--- src/dnc_settings.svh ---
////////////////////
// Fixed-point widths, read head count, location count width
// and location pipeline depth for the usage update
////////////////////

`ifndef DNC_SETTINGS_SVH
`define DNC_SETTINGS_SVH

// Q0.16 values
`define DNC_FIX_WIDTH 16
`define DNC_FRAC_BITS 16
// Signed Q8.8 logits
`define DNC_LOGIT_WIDTH 16
// Read heads, location counter, location strobe to usage strobe
`define DNC_R_MAX 4
`define DNC_N_WIDTH 16
`define DNC_PIPE_DEPTH 3

`endif

--- src/dnc_pkg.sv ---
////////////////////
// Fixed-point, logit, gate and location types
// Q0.16 product, complement and saturating add
////////////////////

`include "dnc_settings.svh"

package dnc_pkg;

  // Unsigned Q0.16, all ones is full scale
  typedef logic [`DNC_FIX_WIDTH-1:0] fix_t;
  // Signed Q8.8
  typedef logic signed [`DNC_LOGIT_WIDTH-1:0] logit_t;

  typedef logic [$clog2(`DNC_R_MAX)-1:0] head_idx_t;
  typedef logic [`DNC_R_MAX-1:0] head_mask_t;
  // One free gate per read head
  typedef fix_t [`DNC_R_MAX-1:0] gate_vec_t;

  // Inputs of one memory location
  typedef struct packed {
    fix_t [`DNC_R_MAX-1:0] w_read;
    fix_t w_write;
    fix_t usage_prev;
  } loc_in_t;

  // Retention result with the usage operands
  typedef struct packed {
    fix_t psi;
    fix_t w_write;
    fix_t usage_prev;
  } ret_t;

  // Full product, drop the fraction bits, truncate
  function automatic fix_t fix_mul(input fix_t a, input fix_t b);
    logic [2*`DNC_FIX_WIDTH-1:0] full;
    full = a * b;
    return full[`DNC_FRAC_BITS +: `DNC_FIX_WIDTH];
  endfunction

  // All ones minus v is the bitwise inverse
  function automatic fix_t fix_one_minus(input fix_t v);
    return ~v;
  endfunction

  // Sum clamps at full scale
  function automatic fix_t fix_add_sat(input fix_t a, input fix_t b);
    logic [`DNC_FIX_WIDTH:0] sum;
    sum = a + b;
    return sum[`DNC_FIX_WIDTH] ? '1 : sum[`DNC_FIX_WIDTH-1:0];
  endfunction

endpackage

--- src/dnc_free_gates.sv ---
////////////////////
// Free gates: hard sigmoid of the logit stream
// Gate register file, one slot per read head
////////////////////

`timescale 1ns/10ps

`include "dnc_settings.svh"

module dnc_free_gates (
  input  logic               clk,
  input  logic               rst_n,
  input  logic               gate_write,
  input  dnc_pkg::head_idx_t gate_index,
  input  dnc_pkg::logit_t    f_in,
  output logic               f_out_enable,
  output dnc_pkg::fix_t      f_out,
  output dnc_pkg::gate_vec_t gate_vec
);

  import dnc_pkg::*;

  // Room for the logit shifted by 5 plus the offset
  localparam int SIG_W = `DNC_LOGIT_WIDTH + 8;

  // 0.5 + x/8 in code units is 32768 + 32 x, clamped
  function automatic fix_t hard_sigmoid(input logit_t x);
    logic signed [SIG_W-1:0] ext;
    logic signed [SIG_W-1:0] acc;
    ext = {{(SIG_W-`DNC_LOGIT_WIDTH){x[`DNC_LOGIT_WIDTH-1]}}, x};
    acc = (ext <<< 5) + SIG_W'(32768);
    if (acc[SIG_W-1]) begin
      return '0;
    end else if (acc > SIG_W'(65535)) begin
      return '1;
    end else begin
      return acc[`DNC_FIX_WIDTH-1:0];
    end
  endfunction

  gate_vec_t gate_q;
  fix_t      gate_c;

  assign gate_c = hard_sigmoid(f_in);

  ////////////////////
  // Gate slots
  ////////////////////

  always_ff @(posedge clk) begin
    if (!rst_n) begin
      gate_q <= '0;
    end else if (gate_write) begin
      gate_q[gate_index] <= gate_c;
    end
  end

  // Strobe follows the write by one cycle
  always_ff @(posedge clk) begin
    if (!rst_n) begin
      f_out_enable <= 1'b0;
    end else begin
      f_out_enable <= gate_write;
    end
  end

  // Echo of the gate just written
  always_ff @(posedge clk) begin
    if (gate_write) begin
      f_out <= gate_c;
    end
  end

  assign gate_vec = gate_q;

endmodule

--- config.mk ---
export PLATFORM = sky130hd
export DESIGN_NAME = dnc_free_gates
export DESIGN_NICKNAME = d
export VERILOG_FILES = /design/src/dnc_pkg.sv /design/src/dnc_free_gates.sv
export VERILOG_INCLUDE_DIRS = /design/src
export SDC_FILE = /design/constraint.sdc
export NUM_CORES = 1
export LEC_CHECK = 0
export ABC_CLOCK_PERIOD_IN_PS = 5500
export BUFFER_PORTS_ARGS = -buffer_cell sky130_fd_sc_hd__buf_2
export CELL_PAD_IN_SITES_DETAIL_PLACEMENT = 1
export CELL_PAD_IN_SITES_GLOBAL_PLACEMENT = 1
export CORE_MARGIN = 4
export CORE_UTILIZATION = 35
export CTS_CLUSTER_DIAMETER = 40
export DETAILED_ROUTE_END_ITERATION = 10
export PLACE_DENSITY_LB_ADDON = 0.1
export SYNTH_ARGS = -nofsm -noshare
export SYNTH_HDL_FRONTEND = slang
export SYNTH_SLANG_ARGS = --single-unit
--- constraint.sdc ---
create_clock -name clk -period 5.5 [get_ports clk]
set_input_delay 1.1 -clock clk [delete_from_list [all_inputs] [get_ports clk]]
set_output_delay 1.1 -clock clk [all_outputs]
set_load 0.02 [all_outputs]
==> flow_metrics.tcl, run 1 <==
set metrics [dict create \
    chipWidth_um 90.4 \
    fillCellCount 745 \
    numPortBuffers 101 \
    detail_route.wl_per_cell_um 17.1 \
    most_area_consuming_cells_after_synthesis "dfxtp_1 (41%), edfxtp_1 (15%), a22o_1 (12%)" \
    final.setup.tns_ns 0 \
    globalplace.congestion 0.765 \
    dieHeight_um 90.4 \
    cts-root-buf "clkbuf_8" \
    timing.fmax_mhz 337 \
    synth.yosys.warnings 0 \
    timing.hold.worst.class "flip-flop to flip-flop" \
    primary_ff_master_synth "dfxtp_1" \
    hold-worst-slack_ns 0.476 \
    core_region_area_um2 6460 \
    yosys-top-cells-count "dfxtp_1 (49), a22o_1 (33), buf_4 (23)" \
    dr_wl_met3_um 376 \
    drt_iter0_drc 98 \
    num-nets-final 301 \
    first_global_vias 1842 \
    critical_path_arrival_ns 3.06 \
    layout-area-overhead-vs-synth_pct 25.4 \
    ys_seq_elements 61 \
    dp_cells 344 \
    cts_tree "built" \
    synth_largest_type_area_fraction 0.413 \
    worst-slew-pin-transition_ns 0.836 \
    maxUsedRoutingLayer "met4" \
    fraction_of_layout_instances_using_a_drive_strength_above_1 0.466 \
    critPathCaptureType "flip-flop" \
    timing.critical_path.fanout_max 11 \
    clkLatencyLatePin_ns 0.33 \
    critical_path_launch_point_type "input port" \
    antenna_found_initial 0 \
    report.final.setup_viol 0 \
    insertedDiodeCount 0 \
    hold_path_depth 1 \
    initial_utilization 0.367 \
    clock_tree.htree_level_count 3 \
    synthesis.instances 196 \
    synth-edff-count 12 \
    rsz0062_at_grt "false" \
    timing.final.ws_setup_ns 2.53 \
    run_status "completed" \
    clock_sinks 61 \
    postRouteWirelength_um 6170 \
    cts_hold_repair.buffers 0 \
    hold_viol 0 \
    totalPowerFinal_mw 1.00 \
    worstReg2RegEnd "gate_vec[15]" \
    die_area_um2 8160 \
    slew_headroom 0.441 \
    period_share 0.540 \
    mappedNetlistNets 219 \
    detail_route.wirelength.met1_um 3140 \
    ant_nets 0 \
    cts_buffers 9 \
    avgSynthCellArea_um2 12.1 \
    min-delay-start "gate_vec[55]" \
    fin_cells 360 \
    firstDrtPassIters 4 \
    max_cap_violations 0 \
    netlist.top_cell.by_area "dfxtp_1" \
    drt_drc_violations_left 0 \
    cp.required_ns 5.59 \
    critical_path_class "input port to flip-flop" \
    wire_length_of_the_first_global_routing_pass_um 10300 \
    critical_path.reg2reg.startpoint "gate_vec[15]" \
    syn-cell-area_um2 2370 \
    cts.repair_timing.setup_buffer_count 0 \
    grt_max_degree 19 \
    timing.final.crit_period_ns 2.97 \
    wl_met2_um 2550 \
    cts.clk_slew.worst_paths_ns 0.06 \
    async_flop_share 0 \
    register_to_register_path_setup_slack_ns 4.85 \
    cts_repair_resize_count 0 \
    yosys.cell_count.top_type "dfxtp_1" \
    finalClockSkew_ns 0 \
    irDropWorstVdd_mv 0.153 \
    placement_rows 29 \
    gr-usage-all-layers 0.160 \
    gr-total-overflow 0 \
    cts-root-to-sink-buffers 2 \
    dpl_worst_slack_ns 2.16 \
    num_io_pins 102 \
    power_per_cell_area_nw_per_um2 337 \
    dr_total_vias 1764 \
    synth.distinct_cells 29 \
    routed_via_density 4.90 \
    post-dp-hpwl_um 4590 \
    report.final.slew_viol_count 0 \
    leakage_nw 1.42 \
    synth_seq_area_share 0.565 \
    worst-r2r-cell-count 1 \
    holdPathEnd "gate_vec[55]" \
]
==> final cells by class <==
type,instances,area (um^2),area share
sequential,61,1340,0.451
multi-input combinational,102,825,0.277
timing repair buffer,102,513,0.172
clock buffer,12,145,0.0488
tap,77,96.3,0.0324
clock inverter,4,47.5,0.0160
inverter,2,7.51,0.00252
==> power by group <==
group | switching (mW) | leakage, nW | total, mW | internal [mW]
Sequential | 0.00945 | 0.514 | 0.486 | 0.477
Combinational | 0.0806 | 0.809 | 0.123 | 0.0422
Clock | 0.174 | 0.0964 | 0.394 | 0.220
Total | 0.264 | 1.42 | 1.00 | 0.739
==> how the worst max path moves through the flow <==
stage | start | to | slack, ns | cells after the start
floorplan | f_in[15] | f_out[10] | 2.34 | 8
detailed placement | f_in[15] | f_out[8] | 2.16 | 7
global route | f_in[15] | f_out[13] | 2.41 | 7
finish | f_in[15] | f_out[8] | 2.53 | 7
global placement | f_in[15] | f_out[8] | 2.23 | 7
CTS | f_in[15] | f_out[8] | 2.51 | 7
==> sequential cells by signal (all words and copies together) (netlist names) <==
register	count
f_out_enable	1
gate_vec	48
f_out	12
==> kinds of logic (layout without fill, tap and decap cells) <==
| logic type | count (synthesis) | in the layout | synth area share |
|---|---|---|---|
| multiplexers | 4 | 4 | 0.0169 |
| adder cells (fa/ha/maj) | 2 | 2 | 0.0105 |
| AO/OA/AOI/OAI | 52 | 52 | 0.200 |
| flip-flops | 61 | 61 | 0.565 |
| XOR/XNOR | 1 | 1 | 0.00369 |
| AND/OR/NAND/NOR | 43 | 43 | 0.112 |
| buffers and inverters | 33 | 120 | 0.0917 |
==> cell usage in the layout (no fill, tap or decap), types with 4 or more instances in the layout <==
cell and n:
a22o_1 33, a22o_2 11, and2_1 15, buf_2 101, clkbuf_8 10, dfxtp_1 49, edfxtp_1 12, mux2i_1 4
nand2_1 4, nand2b_1 10, nor2_1 5
==> per-layer routing <==
metal	up-vias	track usage
li1	862	-
met1	823	0.231
met2	66	0.224
met3	13	0.0475
met4	0	0.0574
met5	-	0
==> critical path: stages <==
cell and delay [ns]:
buf_2 0.17, or3_2 0.46, a21oi_1 0.16, o2111ai_1 0.15, ha_1 0.52, nand2b_1 0.26, and2_1 0.23
==> through the flow <==
stage	util	instance area [um^2]
after floorplan	-	2370
after global placement	0.431	2780
after detailed placement	0.431	2780
after CTS	0.461	2980
after global routing	0.461	2980
final	0.461	2980
Note: power is estimated with default switching activity, not from simulation.
==> run 2, diff against run 1 <==
--- a/config.mk
+++ b/config.mk
@@ -6,12 +6,12 @@
 export SDC_FILE = /design/constraint.sdc
 export NUM_CORES = 1
 export LEC_CHECK = 0
-export ABC_CLOCK_PERIOD_IN_PS = 5500
+export ABC_CLOCK_PERIOD_IN_PS = 2600
 export BUFFER_PORTS_ARGS = -buffer_cell sky130_fd_sc_hd__buf_2
 export CELL_PAD_IN_SITES_DETAIL_PLACEMENT = 1
 export CELL_PAD_IN_SITES_GLOBAL_PLACEMENT = 1
 export CORE_MARGIN = 4
-export CORE_UTILIZATION = 35
+export CORE_UTILIZATION = 32
 export CTS_CLUSTER_DIAMETER = 40
 export DETAILED_ROUTE_END_ITERATION = 10
 export PLACE_DENSITY_LB_ADDON = 0.1
==> constraint.sdc (replaced) <==
create_clock -name clk -period 2.6 [get_ports clk]
set_input_delay 0.52 -clock clk [delete_from_list [all_inputs] [get_ports clk]]
set_output_delay 0.52 -clock clk [all_outputs]
set_load 0.02 [all_outputs]
==> run 2 against run 1 <==
Against the previous run:
- sequential power is 110% higher
- clock skew stayed put
- wire length increased by 5.2%
- worst hold slack worse by 0.026 ns
- critical path depth grew 1
- register-to-register slack lost 2.9 ns
- utilization fell by 3.4 points
- highest routed layer unchanged
- setup slack got worse by 2.1 ns
- cell area up 3.5%
==> flow_metrics.tcl, run 2 (synthesized netlist as in run 1, its figures left out) <==
set metrics [dict create \
    run_status "completed" \
    chipWidth_um 94.1 \
    critical_path_arrival_ns 2.30 \
    num-nets-final 310 \
    core_region_area_um2 7210 \
    die_area_um2 8860 \
    clock_sinks 61 \
    cts-root-to-sink-buffers 2 \
    totalPowerFinal_mw 2.14 \
    fraction_of_layout_instances_using_a_drive_strength_above_1 0.483 \
    slew_headroom 0.665 \
    worst-slew-pin-transition_ns 0.502 \
    leakage_nw 1.48 \
    timing.fmax_mhz 453 \
    timing.critical_path.slowest_cell_delay_ns 0.46 \
    num_io_pins 102 \
    hold-worst-slack_ns 0.451 \
    gr-usage-all-layers 0.151 \
    timing.hold.worst.class "input port to flip-flop" \
    first_global_vias 1901 \
    dr_total_vias 1817 \
    gr-total-overflow 0 \
    fin_cells 391 \
    timing.final.ws_setup_ns 0.394 \
    placed_area_um2 2880 \
    wire_length_of_the_first_global_routing_pass_um 10200 \
    irDropWorstVdd_mv 0.292 \
    fin_area_um2 3080 \
    insertedDiodeCount 0 \
    firstDrtPassIters 4 \
    critical_path_class "input port to flip-flop" \
    post-dp-hpwl_um 4840 \
    placement_rows 31 \
    cts_repair_resize_count 0 \
    cts.clk_slew.worst_paths_ns 0.07 \
    cts_tree "built" \
    crit_path_top_delay_cell "or3_2" \
    layout_commonest_cell "buf_2" \
    cts-root-buf "clkbuf_8" \
    report.final.setup_viol 0 \
    critPathCaptureType "flip-flop" \
    worst_path_cell_chain "buf_2 > or3_2 > a21oi_1 > o2111ai_1 > ha_1 > buf_12 > nand2b_1 > and2_1" \
    dp_cells 375 \
    drt_drc_violations_left 0 \
    timing.critical_path.fanout_max 11 \
    cts_buffers 9 \
    globalplace.congestion 0.702 \
    report.final.slew_viol_count 0 \
    initial_utilization 0.329 \
    grt_max_degree 18 \
    drt_iter0_drc 78 \
    dieHeight_um 94.1 \
    timing.final.crit_period_ns 2.21 \
    finalClockSkew_ns 0 \
    dpl_worst_slack_ns 0.0488 \
    largest_reg_flops 48 \
    final.setup.tns_ns 0 \
    ant_nets 0 \
    rsz0062_at_grt "false" \
    critical_path_launch_point_type "input port" \
    hold_viol 0 \
    cts_hold_repair.buffers 0 \
    period_share 0.849 \
    power_per_cell_area_nw_per_um2 696 \
    final_cell_mix "buf_2 (101), dfxtp_1 (49), a22o_1 (33)" \
    clock_tree.htree_level_count 3 \
    postRouteWirelength_um 6490 \
    numPortBuffers 101 \
    antenna_found_initial 0 \
    layout.core_utilization 0.427 \
    layout-area-overhead-vs-synth_pct 29.7 \
    max_cap_violations 0 \
    routed_via_density 4.65 \
    cp.required_ns 2.69 \
    cts.repair_timing.setup_buffer_count 0 \
    clkLatencyLatePin_ns 0.33 \
    detail_route.wl_per_cell_um 16.6 \
]
==> run 2: where the power goes <==
| part | total, mW | switching, mW | leakage (nW) | internal (mW) |
|---|---|---|---|---|
| Sequential | 1.03 | 0.0202 | 0.514 | 1.01 |
| Clock | 0.840 | 0.393 | 0.104 | 0.447 |
| Combinational | 0.274 | 0.174 | 0.857 | 0.0997 |
| Total | 2.14 | 0.588 | 1.48 | 1.55 |
==> run 2: worst paths after layout <==
check                     from      endpoint  slack, ns  depth (start not counted)
setup / recovery      f_in[13]     f_out[14]       0.39                          8
hold / removal           rst_n  f_out_enable       0.45                          2
setup reg to reg  gate_vec[52]  gate_vec[52]       1.95                          2
hold reg to reg   gate_vec[62]  gate_vec[62]       0.48                          1
==> run 2: critical path, delay by kind of cell <==
kind,cells,cell delay (ns)
buffers and inverters,2,0.24
and+or+nand+nor,3,0.87
AOI/OAI and AO/OA,2,0.33
adders and majority gates,1,0.35
==> run 2: routing by layer <==
metal  global-route usage  routed length [um]
met5                    0                   0
met4               0.0397                  45
met3               0.0513                 341
met2                0.219                2820
met1                0.213                3280
==> run 2: layout make-up <==
class	instances	area (um^2)
clock inverters	7	75.1
clock buffers	9	124
multi-input cells	102	815
repair buffers	111	593
flip-flops and latches	61	1340
fillers	837	4140
inverters	2	7.51
well taps	99	124
==> run 3, diff against run 2 <==
--- a/config.mk
+++ b/config.mk
@@ -6,7 +6,7 @@
 export SDC_FILE = /design/constraint.sdc
 export NUM_CORES = 1
 export LEC_CHECK = 0
-export ABC_CLOCK_PERIOD_IN_PS = 2600
+export ABC_CLOCK_PERIOD_IN_PS = 1960
 export BUFFER_PORTS_ARGS = -buffer_cell sky130_fd_sc_hd__buf_2
 export CELL_PAD_IN_SITES_DETAIL_PLACEMENT = 1
 export CELL_PAD_IN_SITES_GLOBAL_PLACEMENT = 1
==> constraint.sdc (replaced) <==
create_clock -name clk -period 1.96 [get_ports clk]
set_input_delay 0.392 -clock clk [delete_from_list [all_inputs] [get_ports clk]]
set_output_delay 0.392 -clock clk [all_outputs]
set_load 0.02 [all_outputs]
==> run 3 against run 2 <==
Against the previous run:
- worst hold slack got worse by 0.12 ns
- first-iteration DRC count decreased by 32%
- largest cell class unchanged
- critical endpoint is now f_out[5]
- sequential power increased by 33%
- clock skew unchanged
- critical path type unchanged
- global-route usage increased by 1.5 points
- critical path depth unchanged
- cell area increased by 5.0%
- wire length increased by 11%
==> flow_metrics.tcl, run 3 (synthesized netlist as in run 1, its figures left out) <==
set metrics [dict create \
    dr_total_vias 1874 \
    insertedDiodeCount 0 \
    register_to_register_path_setup_slack_ns 1.29 \
    cts-root-buf "clkbuf_8" \
    critical-path-top-delay-family "simple AND/OR/NAND/NOR gates" \
    postRouteWirelength_um 7200 \
    cp.required_ns 2.06 \
    worst_path_cell_chain "buf_2 > or3_4 > a21oi_2 > o2111ai_1 > ha_1 > buf_12 > nand2b_4 > and2_1" \
    critical_path_arrival_ns 1.95 \
    leakage_nw 1.57 \
    fraction_of_layout_instances_using_a_drive_strength_above_1 0.532 \
    irDropWorstVdd_mv 0.337 \
    globalplace.congestion 0.721 \
    cts_hold_repair.buffers 0 \
    totalPowerFinal_mw 2.98 \
    slew_headroom 0.649 \
    cts.repair_timing.setup_buffer_count 0 \
    num-nets-final 317 \
    report.final.setup_viol 0 \
    rsz0062_at_grt "false" \
    firstDrtPassIters 4 \
    critical_path_class "input port to flip-flop" \
    worst-slew-pin-transition_ns 0.526 \
    clkLatencyLatePin_ns 0.33 \
    timing.final.crit_period_ns 1.85 \
    die_area_um2 8860 \
    timing.critical_path.slowest_cell_delay_ns 0.38 \
    routed_via_density 4.71 \
    grt_max_degree 14 \
    fin_area_um2 3230 \
    hold_viol 0 \
    gr-usage-all-layers 0.166 \
    ant_nets 0 \
    cts.clk_slew.worst_paths_ns 0.07 \
    cts-root-to-sink-buffers 2 \
    final.setup.tns_ns 0 \
    wire_length_of_the_first_global_routing_pass_um 10800 \
    final_cell_mix "buf_2 (101), dfxtp_1 (49), a22o_1 (33)" \
    clock_tree.htree_level_count 3 \
    max_cap_violations 0 \
    cts_buffers 9 \
    timing.critical_path.buf_inv 2 \
    first_global_vias 1836 \
    numPortBuffers 101 \
    layout_commonest_cell "buf_2" \
    placement_rows 31 \
    cts_tree "built" \
    placed_area_um2 3020 \
    num_io_pins 102 \
    crit_path_top_delay_cell "ha_1" \
    critPathCaptureType "flip-flop" \
    report.final.slew_viol_count 0 \
    detail_route.wl_per_cell_um 18.1 \
    timing.critical_path.fanout_max 10 \
    cts_repair_resize_count 0 \
    finalClockSkew_ns 0 \
    power_per_cell_area_nw_per_um2 922 \
    timing.fmax_mhz 540 \
    drt_iter0_drc 53 \
    chipWidth_um 94.1 \
    timing.hold.worst.class "input port to flip-flop" \
    largest_reg_flops 48 \
    post-dp-hpwl_um 5380 \
    run_status "completed" \
    clock_sinks 61 \
    dieHeight_um 94.1 \
    initial_utilization 0.329 \
    layout-area-overhead-vs-synth_pct 36.3 \
    fillCellCount 828 \
    critical_path_launch_point_type "input port" \
    core_region_area_um2 7210 \
    period_share 0.945 \
    gr-total-overflow 0 \
    antenna_found_initial 0 \
    drt_drc_violations_left 0 \
]
==> run 3: final timing paths <==
kind                              startpoint           end  cells after the start
worst min-delay path                   rst_n  f_out_enable                      2
worst max register to register   gate_vec[5]   gate_vec[5]                      1
worst min register to register  gate_vec[42]  gate_vec[42]                      1
worst max-delay path                f_in[13]      f_out[5]                      8
==> run 3: power by group <==
| part | internal (mW) | total [mW] | switching [mW] |
|---|---|---|---|
| Clock | 0.697 | 1.21 | 0.518 |
| Sequential | 1.34 | 1.37 | 0.0308 |
| Combinational | 0.154 | 0.399 | 0.246 |
==> run 3: layout make-up <==
cell class                 count  area [um^2]  share of cell area
clock buffer                  11          163              0.0503
clock inverter                 5         56.3              0.0174
inverter                       2         7.51             0.00232
multi-input combinational    102          897               0.277
sequential                    61         1340               0.415
tap                           99          124              0.0383
timing repair buffer         118          646               0.200
==> run 3: per-stage QoR <==
stage | setup slack (ns) | hold WS [ns] | util | std cells
after global routing | 0.0468 | 0.339 | 0.448 | 398
final | 0.109 | 0.333 | 0.448 | 398
after global placement | -0.200 | 0.462 | 0.418 | 382
after floorplan | -0.110 | 0.504 | - | 196
after CTS | 0.0959 | 0.329 | 0.448 | 398
after detailed placement | -0.265 | 0.457 | 0.418 | 382
==> run 3: routing by layer <==
| layer | GRT usage | wire, um | vias to the layer above |
|---|---|---|---|
| met5 | 0 | 0 | - |
| met4 | 0.0505 | 59 | 0 |
| met3 | 0.0529 | 481 | 5 |
| met2 | 0.229 | 3050 | 70 |
| met1 | 0.243 | 3610 | 909 |
| li1 | - | - | 890 |
